==> config.mk <==
export PLATFORM = sky130hd
export DESIGN_NAME = decode
export DESIGN_NICKNAME = d
export VERILOG_FILES = /design/src/rtl/ctrlPkg.sv /design/src/rtl/isaPkg.sv /design/src/rtl/decode.sv /design/src/rtl/regFileBypass.sv /design/src/rtl/aluControl.sv /design/src/rtl/control.sv
export SDC_FILE = /design/constraint.sdc
export NUM_CORES = 1
export LEC_CHECK = 0
export BUFFER_PORTS_ARGS = -buffer_cell sky130_fd_sc_hd__buf_2
export CORE_MARGIN = 8
export CORE_UTILIZATION = 55
export CTS_CLUSTER_SIZE = 40
export DETAILED_ROUTE_END_ITERATION = 16
export PLACE_DENSITY = 0.83
export SLEW_MARGIN = 20
export SYNTH_ARGS = -nofsm -noshare
export SYNTH_HDL_FRONTEND = slang
export SYNTH_HIERARCHICAL = 1
export SYNTH_SLANG_ARGS = --single-unit
==> constraint.sdc <==
create_clock -name clk -period 2.4 [get_ports clk]
set_input_delay 0.12 -clock clk [delete_from_list [all_inputs] [get_ports clk]]
set_output_delay 0.12 -clock clk [all_outputs]
set_load 0.01 [all_outputs]
==> src/rtl/ctrlPkg.sv <==
// ==========================================================================
// Control encodings for the decode stage
// ALU operations, ALU classes and the operand and write-back selects
// ==========================================================================
`default_nettype none

package ctrlPkg;

    localparam int ALUOP_W = 4;
    localparam int CLS_W   = 2;
    localparam int SEL_W   = 2;
    localparam int BR_W    = 4;

    localparam logic [ALUOP_W-1:0] ALU_ADD  = 4'h0;
    localparam logic [ALUOP_W-1:0] ALU_SUB  = 4'h1;
    localparam logic [ALUOP_W-1:0] ALU_XOR  = 4'h2;
    localparam logic [ALUOP_W-1:0] ALU_ANDN = 4'h3;
    localparam logic [ALUOP_W-1:0] ALU_PASS = 4'h4;

    // Decoder to aluControl
    localparam logic [CLS_W-1:0] CLS_IMM  = 2'd0;
    localparam logic [CLS_W-1:0] CLS_REG  = 2'd1;
    localparam logic [CLS_W-1:0] CLS_ADDR = 2'd2;
    localparam logic [CLS_W-1:0] CLS_NONE = 2'd3;

    // Destination register: bits 7:5, 10:8, 4:2 or R7
    localparam logic [SEL_W-1:0] DST_RT = 2'd0;
    localparam logic [SEL_W-1:0] DST_RS = 2'd1;
    localparam logic [SEL_W-1:0] DST_RD = 2'd2;
    localparam logic [SEL_W-1:0] DST_R7 = 2'd3;

    localparam logic [SEL_W-1:0] BSRC_REG   = 2'd0;
    localparam logic [SEL_W-1:0] BSRC_IMM5  = 2'd1;
    localparam logic [SEL_W-1:0] BSRC_IMM8  = 2'd2;
    localparam logic [SEL_W-1:0] BSRC_IMM11 = 2'd3;

    localparam logic [SEL_W-1:0] WB_ALU = 2'd0;
    localparam logic [SEL_W-1:0] WB_MEM = 2'd1;
    localparam logic [SEL_W-1:0] WB_PC  = 2'd2;

    // Branch code bits
    localparam int BR_COND_BIT = 2;
    localparam int BR_JUMP_BIT = 3;
    localparam logic [BR_W-1:0] BR_NONE = 4'b0000;
    localparam logic [BR_W-1:0] BR_COND = 4'b0100;
    localparam logic [BR_W-1:0] BR_JUMP = 4'b1000;

endpackage

`default_nettype wire

==> src/rtl/isaPkg.sv <==
// ==========================================================================
// Instruction-set encoding for the 16-bit decode stage
// Opcodes, field widths and the two views of an instruction word
// ==========================================================================
`default_nettype none

package isaPkg;

    localparam int OPCODE_W = 5;
    localparam int REG_W    = 3;
    localparam int DATA_W   = 16;
    localparam int NUM_REGS = 8;
    localparam int IMM5_W   = 5;
    localparam int IMM8_W   = 8;
    localparam int IMM11_W  = 11;
    localparam int FUNC_W   = 2;

    // Supported opcodes, everything else is illegal
    localparam logic [OPCODE_W-1:0] OP_HALT  = 5'b00000;
    localparam logic [OPCODE_W-1:0] OP_NOP   = 5'b00001;
    localparam logic [OPCODE_W-1:0] OP_J     = 5'b00100;
    localparam logic [OPCODE_W-1:0] OP_JAL   = 5'b00110;
    localparam logic [OPCODE_W-1:0] OP_ADDI  = 5'b01000;
    localparam logic [OPCODE_W-1:0] OP_SUBI  = 5'b01001;
    localparam logic [OPCODE_W-1:0] OP_XORI  = 5'b01010;
    localparam logic [OPCODE_W-1:0] OP_ANDNI = 5'b01011;
    localparam logic [OPCODE_W-1:0] OP_BEQZ  = 5'b01100;
    localparam logic [OPCODE_W-1:0] OP_ST    = 5'b10000;
    localparam logic [OPCODE_W-1:0] OP_LD    = 5'b10001;
    localparam logic [OPCODE_W-1:0] OP_RALU  = 5'b11011;

    // Same 16 bits seen as immediate format or register format
    typedef union packed {
        struct packed {
            logic [OPCODE_W-1:0] opcode;
            logic [REG_W-1:0]    rs;
            logic [REG_W-1:0]    rt;
            logic [IMM5_W-1:0]   imm;
        } iForm;
        struct packed {
            logic [OPCODE_W-1:0] opcode;
            logic [REG_W-1:0]    rs;
            logic [REG_W-1:0]    rt;
            logic [REG_W-1:0]    rd;
            logic [FUNC_W-1:0]   func;
        } rForm;
    } instrWord_t;

endpackage

`default_nettype wire
==> src/rtl/decode.sv <==
// ==========================================================================
// Decode stage
// Decodes the fetched word into controls, operands and immediates, reads
// the register file, cancels side effects behind a taken branch and
// forces a no-op on hazard request
// ==========================================================================
`default_nettype none
`timescale 1ns/100ps

module decode (
    input  wire                          clk,
    input  wire                          rst,
    input  wire  [isaPkg::DATA_W-1:0]    instr,
    input  wire  [isaPkg::DATA_W-1:0]    WB,
    input  wire  [isaPkg::DATA_W-1:0]    PC,
    input  wire                          NOP_mech,
    input  wire                          IDF_err,
    input  wire  [isaPkg::REG_W-1:0]     DMWB_RD,
    input  wire                          DMWB_RegWrt,
    input  wire                          BrchCnd,
    input  wire  [ctrlPkg::BR_W-1:0]     IDEX_BranchTaken,
    output logic                         nHaltSig,
    output logic                         MemRead,
    output logic                         MemWrt,
    output logic                         RegWrt,
    output logic                         ALUJmp,
    output logic                         ImmSrc,
    output logic                         ALUSign,
    output logic [ctrlPkg::SEL_W-1:0]    RegSrc,
    output logic [ctrlPkg::SEL_W-1:0]    BSrc,
    output logic [ctrlPkg::BR_W-1:0]     BranchTaken,
    output logic [ctrlPkg::ALUOP_W-1:0]  Oper,
    output logic                         invA,
    output logic                         invB,
    output logic                         Cin,
    output logic [isaPkg::DATA_W-1:0]    RSData,
    output logic [isaPkg::DATA_W-1:0]    RTData,
    output logic [isaPkg::REG_W-1:0]     Rs,
    output logic [isaPkg::REG_W-1:0]     Rt,
    output logic [isaPkg::REG_W-1:0]     RD,
    output logic [isaPkg::DATA_W-1:0]    Imm5,
    output logic [isaPkg::DATA_W-1:0]    Imm8,
    output logic [isaPkg::DATA_W-1:0]    sImm11,
    output logic [isaPkg::DATA_W-1:0]    PC_Next,
    output logic                         NOP,
    output logic                         NOP_Branch,
    output logic                         valid,
    output logic                         err
);

    import isaPkg::*;
    import ctrlPkg::*;

    instrWord_t          instrU;
    logic [OPCODE_W-1:0] ctrlOpcode;
    logic                ctrlRegWrt;
    logic                ctrlMemWrt;
    logic                ctrlMemRead;
    logic                ctrlAluJmp;
    logic                zeroExt;
    logic                illegal;
    logic [SEL_W-1:0]    regDst;
    logic [CLS_W-1:0]    aluClass;
    logic [FUNC_W-1:0]   aluFunc;
    logic                bt;
    logic [DATA_W-1:0]   ext5;
    logic [DATA_W-1:0]   ext8;

    assign instrU = instr;

    // Hazard logic swaps in a nop opcode
    assign ctrlOpcode = NOP_mech ? OP_NOP : instrU.iForm.opcode;

    control u_control (
        .opcode      (ctrlOpcode),
        .RegWrt      (ctrlRegWrt),
        .MemWrt      (ctrlMemWrt),
        .MemRead     (ctrlMemRead),
        .ALUJmp      (ctrlAluJmp),
        .nHaltSig    (nHaltSig),
        .NOP         (NOP),
        .ZeroExt     (zeroExt),
        .ImmSrc      (ImmSrc),
        .ALUSign     (ALUSign),
        .RegDst      (regDst),
        .BSrc        (BSrc),
        .RegSrc      (RegSrc),
        .BranchTaken (BranchTaken),
        .aluClass    (aluClass),
        .illegal     (illegal)
    );

    // Immediate ALU ops carry their function in the opcode's low bits
    assign aluFunc = (aluClass == CLS_IMM) ? ctrlOpcode[FUNC_W-1:0] : instrU.rForm.func;

    aluControl u_aluControl (
        .aluClass (aluClass),
        .func     (aluFunc),
        .Oper     (Oper),
        .invA     (invA),
        .invB     (invB),
        .Cin      (Cin)
    );

    assign Rs = instrU.iForm.rs;
    assign Rt = instrU.iForm.rt;

    regFileBypass u_regFile (
        .clk         (clk),
        .rst         (rst),
        .read1RegSel (Rs),
        .read2RegSel (Rt),
        .writeRegSel (DMWB_RD),
        .writeData   (WB),
        .writeEn     (DMWB_RegWrt),
        .read1Data   (RSData),
        .read2Data   (RTData)
    );

    always_comb begin
        case (regDst)
            DST_RT:  RD = instrU.iForm.rt;
            DST_RS:  RD = instrU.iForm.rs;
            DST_RD:  RD = instrU.rForm.rd;
            default: RD = 3'd7;
        endcase
    end

    // Taken branch in execute squashes this instruction
    assign bt         = BrchCnd & IDEX_BranchTaken[BR_COND_BIT];
    assign NOP_Branch = bt | BranchTaken[BR_JUMP_BIT];

    assign RegWrt  = bt ? 1'b0 : ctrlRegWrt;
    assign MemWrt  = bt ? 1'b0 : ctrlMemWrt;
    assign MemRead = bt ? 1'b0 : ctrlMemRead;
    assign ALUJmp  = bt ? 1'b0 : ctrlAluJmp;

    assign ext5 = zeroExt ? {{(DATA_W-IMM5_W){1'b0}}, instrU.iForm.imm}
                          : {{(DATA_W-IMM5_W){instrU.iForm.imm[IMM5_W-1]}}, instrU.iForm.imm};
    assign ext8 = zeroExt ? {{(DATA_W-IMM8_W){1'b0}}, instr[IMM8_W-1:0]}
                          : {{(DATA_W-IMM8_W){instr[IMM8_W-1]}}, instr[IMM8_W-1:0]};

    assign Imm5   = bt ? '0 : ext5;
    assign Imm8   = bt ? '0 : ext8;
    assign sImm11 = bt ? '0 : {{(DATA_W-IMM11_W){instr[IMM11_W-1]}}, instr[IMM11_W-1:0]};

    assign PC_Next = PC;
    assign err     = illegal | IDF_err;

    // Low through reset and the first cycle after it
    always_ff @(posedge clk) begin
        if (rst) begin
            valid <= 1'b0;
        end else begin
            valid <= 1'b1;
        end
    end

endmodule

`default_nettype wire

==> src/rtl/regFileBypass.sv <==
// ==========================================================================
// Register file with bypass
// Eight 16-bit registers, two read ports and one write port; a write in
// the current cycle is forwarded straight to a matching read
// ==========================================================================
`default_nettype none
`timescale 1ns/100ps

module regFileBypass (
    input  wire                       clk,
    input  wire                       rst,
    input  wire  [isaPkg::REG_W-1:0]  read1RegSel,
    input  wire  [isaPkg::REG_W-1:0]  read2RegSel,
    input  wire  [isaPkg::REG_W-1:0]  writeRegSel,
    input  wire  [isaPkg::DATA_W-1:0] writeData,
    input  wire                       writeEn,
    output logic [isaPkg::DATA_W-1:0] read1Data,
    output logic [isaPkg::DATA_W-1:0] read2Data
);

    import isaPkg::*;

    logic [DATA_W-1:0] regs [NUM_REGS];

    always_ff @(posedge clk) begin
        if (rst) begin
            for (int i = 0; i < NUM_REGS; i++) begin
                regs[i] <= '0;
            end
        end else if (writeEn) begin
            regs[writeRegSel] <= writeData;
        end
    end

    // Write-to-read forwarding, R0 included
    always_comb begin
        read1Data = regs[read1RegSel];
        read2Data = regs[read2RegSel];
        if (writeEn && (writeRegSel == read1RegSel)) begin
            read1Data = writeData;
        end
        if (writeEn && (writeRegSel == read2RegSel)) begin
            read2Data = writeData;
        end
    end

endmodule

`default_nettype wire

==> src/rtl/aluControl.sv <==
// ==========================================================================
// ALU control
// Turns the decoder's ALU class and a 2-bit function code into the ALU
// operation with its operand invert and carry-in bits
// ==========================================================================
`default_nettype none
`timescale 1ns/100ps

module aluControl (
    input  wire  [ctrlPkg::CLS_W-1:0]   aluClass,
    input  wire  [isaPkg::FUNC_W-1:0]   func,
    output logic [ctrlPkg::ALUOP_W-1:0] Oper,
    output logic                        invA,
    output logic                        invB,
    output logic                        Cin
);

    import ctrlPkg::*;

    always_comb begin
        Oper = ALU_PASS;
        invA = 1'b0;
        invB = 1'b0;
        Cin  = 1'b0;

        case (aluClass)
            CLS_IMM, CLS_REG: begin
                case (func)
                    2'b00: Oper = ALU_ADD;
                    2'b01: begin
                        // rt - rs as ~rs + rt + 1
                        Oper = ALU_SUB;
                        invA = 1'b1;
                        Cin  = 1'b1;
                    end
                    2'b10: Oper = ALU_XOR;
                    default: begin
                        Oper = ALU_ANDN;
                        invB = 1'b1;
                    end
                endcase
            end
            CLS_ADDR: Oper = ALU_ADD;
            default:  Oper = ALU_PASS;
        endcase
    end

endmodule

`default_nettype wire

==> src/rtl/control.sv <==
// ==========================================================================
// Main decoder
// Maps the 5-bit opcode to the control bundle of the decode stage and
// flags opcodes outside the supported subset
// ==========================================================================
`default_nettype none
`timescale 1ns/100ps

module control (
    input  wire  [isaPkg::OPCODE_W-1:0] opcode,
    output logic                        RegWrt,
    output logic                        MemWrt,
    output logic                        MemRead,
    output logic                        ALUJmp,
    output logic                        nHaltSig,
    output logic                        NOP,
    output logic                        ZeroExt,
    output logic                        ImmSrc,
    output logic                        ALUSign,
    output logic [ctrlPkg::SEL_W-1:0]   RegDst,
    output logic [ctrlPkg::SEL_W-1:0]   BSrc,
    output logic [ctrlPkg::SEL_W-1:0]   RegSrc,
    output logic [ctrlPkg::BR_W-1:0]    BranchTaken,
    output logic [ctrlPkg::CLS_W-1:0]   aluClass,
    output logic                        illegal
);

    import isaPkg::*;
    import ctrlPkg::*;

    always_comb begin
        // Idle row, each opcode overrides what it needs
        RegWrt      = 1'b0;
        MemWrt      = 1'b0;
        MemRead     = 1'b0;
        ALUJmp      = 1'b0;
        nHaltSig    = 1'b1;
        NOP         = 1'b0;
        ZeroExt     = 1'b0;
        ImmSrc      = 1'b0;
        ALUSign     = 1'b0;
        RegDst      = DST_RT;
        BSrc        = BSRC_REG;
        RegSrc      = WB_ALU;
        BranchTaken = BR_NONE;
        aluClass    = CLS_NONE;
        illegal     = 1'b0;

        case (opcode)
            OP_HALT: begin
                nHaltSig = 1'b0;
            end
            OP_NOP: begin
                NOP = 1'b1;
            end
            OP_J: begin
                ALUJmp      = 1'b1;
                ImmSrc      = 1'b1;
                BSrc        = BSRC_IMM11;
                BranchTaken = BR_JUMP;
            end
            OP_JAL: begin
                ALUJmp      = 1'b1;
                ImmSrc      = 1'b1;
                BSrc        = BSRC_IMM11;
                BranchTaken = BR_JUMP;
                RegWrt      = 1'b1;
                RegDst      = DST_R7;
                RegSrc      = WB_PC;
            end
            OP_ADDI, OP_SUBI: begin
                RegWrt   = 1'b1;
                ALUSign  = 1'b1;
                BSrc     = BSRC_IMM5;
                aluClass = CLS_IMM;
            end
            OP_XORI, OP_ANDNI: begin
                // Logical immediates take a zero-extended operand
                RegWrt   = 1'b1;
                ZeroExt  = 1'b1;
                BSrc     = BSRC_IMM5;
                aluClass = CLS_IMM;
            end
            OP_BEQZ: begin
                BSrc        = BSRC_IMM8;
                BranchTaken = BR_COND;
            end
            OP_ST: begin
                MemWrt   = 1'b1;
                ALUSign  = 1'b1;
                BSrc     = BSRC_IMM5;
                aluClass = CLS_ADDR;
            end
            OP_LD: begin
                MemRead  = 1'b1;
                RegWrt   = 1'b1;
                ALUSign  = 1'b1;
                BSrc     = BSRC_IMM5;
                RegSrc   = WB_MEM;
                aluClass = CLS_ADDR;
            end
            OP_RALU: begin
                RegWrt   = 1'b1;
                ALUSign  = 1'b1;
                RegDst   = DST_RD;
                aluClass = CLS_REG;
            end
            default: begin
                // Behaves as nop but reports the bad opcode
                NOP     = 1'b1;
                illegal = 1'b1;
            end
        endcase
    end

endmodule

`default_nettype wire

==> impl_metrics.sql <==
INSERT INTO impl_metrics (metric_group, metric, value, unit) VALUES
('grt', 'vias_in_the_first_global_route', '5819', ''),
('grt', 'wire_length_of_the_first_global_routing_pass', '33700', 'um'),
('detailed_routing', 'wire_per_inst', '25.9', 'um'),
('finish', 'finish.net_count', '758', ''),
('floorplan', 'fp.dieH', '141', 'um'),
('floorplan', 'initial_utilization', '56.2', '%'),
('grt', 'grt_start_max_net_pins', '37', ''),
('yosys', 'ys_warn_count', '6', ''),
('detailed_routing', 'num_vias', '5605', ''),
('sta', 'worst_pin_slew', '614', 'ps'),
('sta', 'setup_viol', '0', ''),
('sta', 'setup_tns', '0', 'ps'),
('detailed_routing', 'routed_via_density', '6.23', ''),
('sta', 'layout_worst_path_cycle_share', '91.4', '%'),
('placement', 'dpl.hpwl', '15400', 'um'),
('yosys', 'postSynthRegisterBits', '129', ''),
('clocking', 'cts.repair_timing.setup_buffer_count', '0', ''),
('detailed_routing', 'initial_drc_count', '407', ''),
('setup_path', 'worst_setup_path_start_kind', 'flop', ''),
('clocking', 'cts.reportedPaths.clkPinSlew', '50', 'ps'),
('setup_path', 'worst-path-max-fanout', '2', ''),
('power_and_ir_drop', 'p_per_area', '660', 'mW/mm^2'),
('sta', 'timing.final.crit_period', '2190', 'ps'),
('power_and_ir_drop', 'net-switching-power', '1520', 'uW'),
('outcome', 'run_status', 'complete, no violations', ''),
('sta', 'drv_slew', '0', ''),
('yosys', 'synth_instances', '600', ''),
('floorplan', 'horizontal_die_dimension', '141', 'um'),
('sta', 'hold_viol', '0', ''),
('yosys', 'count_of_flip_flops_with_a_built_in_enable_after_synthesis', '128', ''),
('finish', 'drive_gt1_share', '41.1', '%'),
('grt', 'grt_util_all_layers', '22.8', '%'),
('clocking', 'clock_tree.htree_level_count', '4', ''),
('floorplan', 'num_rows', '45', ''),
('finish', 'layout_common_cells', '153 x sky130_fd_sc_hd__buf_2, 144 x sky130_fd_sc_hd__and2_1, 128 x sky130_fd_sc_hd__edfxtp_1', ''),
('worst_hold_path', 'hold_class', 'primary input to flop', ''),
('floorplan', 'core_region_area', '0.0152', 'mm^2'),
('power_and_ir_drop', 'pwr-share-comb', '17.1', '%'),
('sta', 'final_critical_path_setup_slack', '205', 'ps'),
('clocking', 'clock_sink_count', '129', ''),
('yosys', 'yosysTopAreaCell', 'sky130_fd_sc_hd__edfxtp_1', ''),
('flow_run', 'maxCapViolCount', '0', ''),
('setup_path', 'arrival', '2070', 'ps'),
('placement', 'io_buffer_count', '153', ''),
('yosys', 'ys_dominant_reg_cell', 'sky130_fd_sc_hd__edfxtp_1', ''),
('setup_path', 'worst-setup-path-type', 'flop to output port', ''),
('detailed_routing', 'drc_errors', '0', ''),
('clocking', 'clock_tree.root_cell', 'sky130_fd_sc_hd__clkbuf_16', ''),
('yosys', 'syn-mean-instance-area', '14.2', 'um^2'),
('finish', 'finalInstanceArea', '0.00967', 'mm^2'),
('yosys', 'ys_async_sr_fraction', '0', '%'),
('yosys', 'synth_cell_type_count', '45', ''),
('placement', 'detailed_place.area', '0.00905', 'mm^2'),
('yosys', 'yosysTopAreaCellShare', '45.0', '%'),
('detailed_routing', 'ant_nets', '0', ''),
('power_and_ir_drop', 'power.leakage', '0.00396', 'uW'),
('clocking', 'cts_buffer_depth', '2', ''),
('detailed_routing', 'drt_first_pass_iters', '5', ''),
('power_and_ir_drop', 'internal_power', '4870', 'uW'),
('yosys', 'synth_seq_area_share', '45.3', '%'),
('power_and_ir_drop', 'power', '6390', 'uW'),
('worst_hold_path', 'min_delay_path_depth', '2', ''),
('detailed_routing', 'detail_route.wirelength', '23300', 'um'),
('clocking', 'clock_tree_from_tritoncts', 'done', ''),
('setup_path', 'timing.critical_path.required', '2280', 'ps'),
('grt', 'grt_overflow', '0', ''),
('yosys', 'yosys-top-cells-area', 'sky130_fd_sc_hd__edfxtp_1 45%, sky130_fd_sc_hd__mux4_1 18%, sky130_fd_sc_hd__and2_1 11%, sky130_fd_sc_hd__mux2_2 7.3%, sky130_fd_sc_hd__buf_4 5.8%', ''),
('grt', 'antenna_found_initial', '2', ''),
('yosys', 'syn-cell-area', '0.00854', 'mm^2'),
('placement', 'dp_slack', '154', 'ps'),
('finish', 'areaGrowthSynthToFinish', '13.3', '%');
==> cell type report <==
class / count / area, um^2
fill: 1039 / 5530
tap: 188 / 235
timing repair buffer: 179 / 1000
multi-input combinational: 367 / 3960
inverter: 3 / 11.3
clock inverter: 14 / 170
clock buffer: 18 / 429
antenna: 2 / 5.00
sequential: 129 / 3860
==> Yosys cell counts (2+ instances only) <==
library cell	instances
sky130_fd_sc_hd__nor2_1	16
sky130_fd_sc_hd__nor4_1	2
sky130_fd_sc_hd__mux2_4	11
sky130_fd_sc_hd__nand2b_1	4
sky130_fd_sc_hd__nand4_1	2
sky130_fd_sc_hd__buf_6	10
sky130_fd_sc_hd__buf_2	5
sky130_fd_sc_hd__buf_4	66
sky130_fd_sc_hd__a21oi_1	2
sky130_fd_sc_hd__nand2_1	8
sky130_fd_sc_hd__nor2b_1	4
sky130_fd_sc_hd__and2_1	144
sky130_fd_sc_hd__clkbuf_1	20
sky130_fd_sc_hd__nor3_1	4
sky130_fd_sc_hd__or2_2	9
sky130_fd_sc_hd__or3b_1	2
sky130_fd_sc_hd__o21ai_0	2
sky130_fd_sc_hd__and3b_1	2
sky130_fd_sc_hd__mux2_2	55
sky130_fd_sc_hd__inv_1	3
sky130_fd_sc_hd__conb_1	2
sky130_fd_sc_hd__o22a_1	4
sky130_fd_sc_hd__and3_1	2
sky130_fd_sc_hd__mux2_1	3
sky130_fd_sc_hd__and2b_2	2
sky130_fd_sc_hd__xnor2_1	8
sky130_fd_sc_hd__edfxtp_1	128
sky130_fd_sc_hd__mux4_2	4
sky130_fd_sc_hd__mux4_1	60
==> cells by family (layout without fill, tap and decap cells) <==
group	Yosys count	count (layout)	synth area share, %
AO/OA/AOI/OAI	12	12	1.10
XOR/XNOR	8	8	0.821
buffers and inverters	105	214	8.48
flip-flops	129	129	45.3
multiplexers	133	133	29.1
other	2	5	0.0880
AND/OR/NAND/NOR	211	211	15.2
==> routing by layer <==
layer	GRT usage, %	up-vias	wire length, um
li1	-	2416	-
met1	23.7	2784	8030
met2	43.3	347	12400
met3	5.57	56	2190
met4	8.99	2	653
met5	0	-	8
==> repair_timing <==
action / CTS / global route
endpoints found under the hold margin: 1 / 0
hold buffers: 1 / 0
resized for setup: 0 / 1
endpoints found under the setup margin: 0 / 2
==> registers in the layout, indices dropped and copies added (netlist names) <==
register and flops:
u_regFile/regs 128, valid 1
==> path summary, 6_finish.rpt <==
| path | end | start | slack (ps) |
|---|---|---|---|
| worst max-delay path | RTData[15] | u_regFile/regs[5][15] | 210 |
| worst min-delay path | u_regFile/regs[3][1] | WB[1] | 100 |
==> through the flow <==
| step | cells | util (%) | hold slack (ps) |
|---|---|---|---|
| finish | 900 | 63.6 | 97.2 |
| global route | 899 | 63.6 | 119 |
| CTS | 898 | 63.6 | 91.7 |
| detailed placement | 865 | 59.6 | 240 |
| global placement | 865 | 59.6 | 240 |
| floorplan | 601 | - | 177 |
==> power groups by stage <==
stage / clock network, uW / logic (uW) / registers (uW)
2_1_floorplan: 0 / 782 / 2700
3_3_place_gp: 0 / 1060 / 2710
3_5_place_dp: 0 / 1080 / 2730
4_1_cts: 2630 / 1090 / 2690
5_1_grt: 2730 / 1160 / 2700
6_report: 2610 / 1090 / 2690
==> worst max-delay path, stage by stage, from the launching register on <==
cell and delay, ps:
sky130_fd_sc_hd__edfxtp_1 390, sky130_fd_sc_hd__mux4_1 560, sky130_fd_sc_hd__mux2_2 290, sky130_fd_sc_hd__mux2_2 280, sky130_fd_sc_hd__buf_2 150
(Power assumes the default switching activity.)
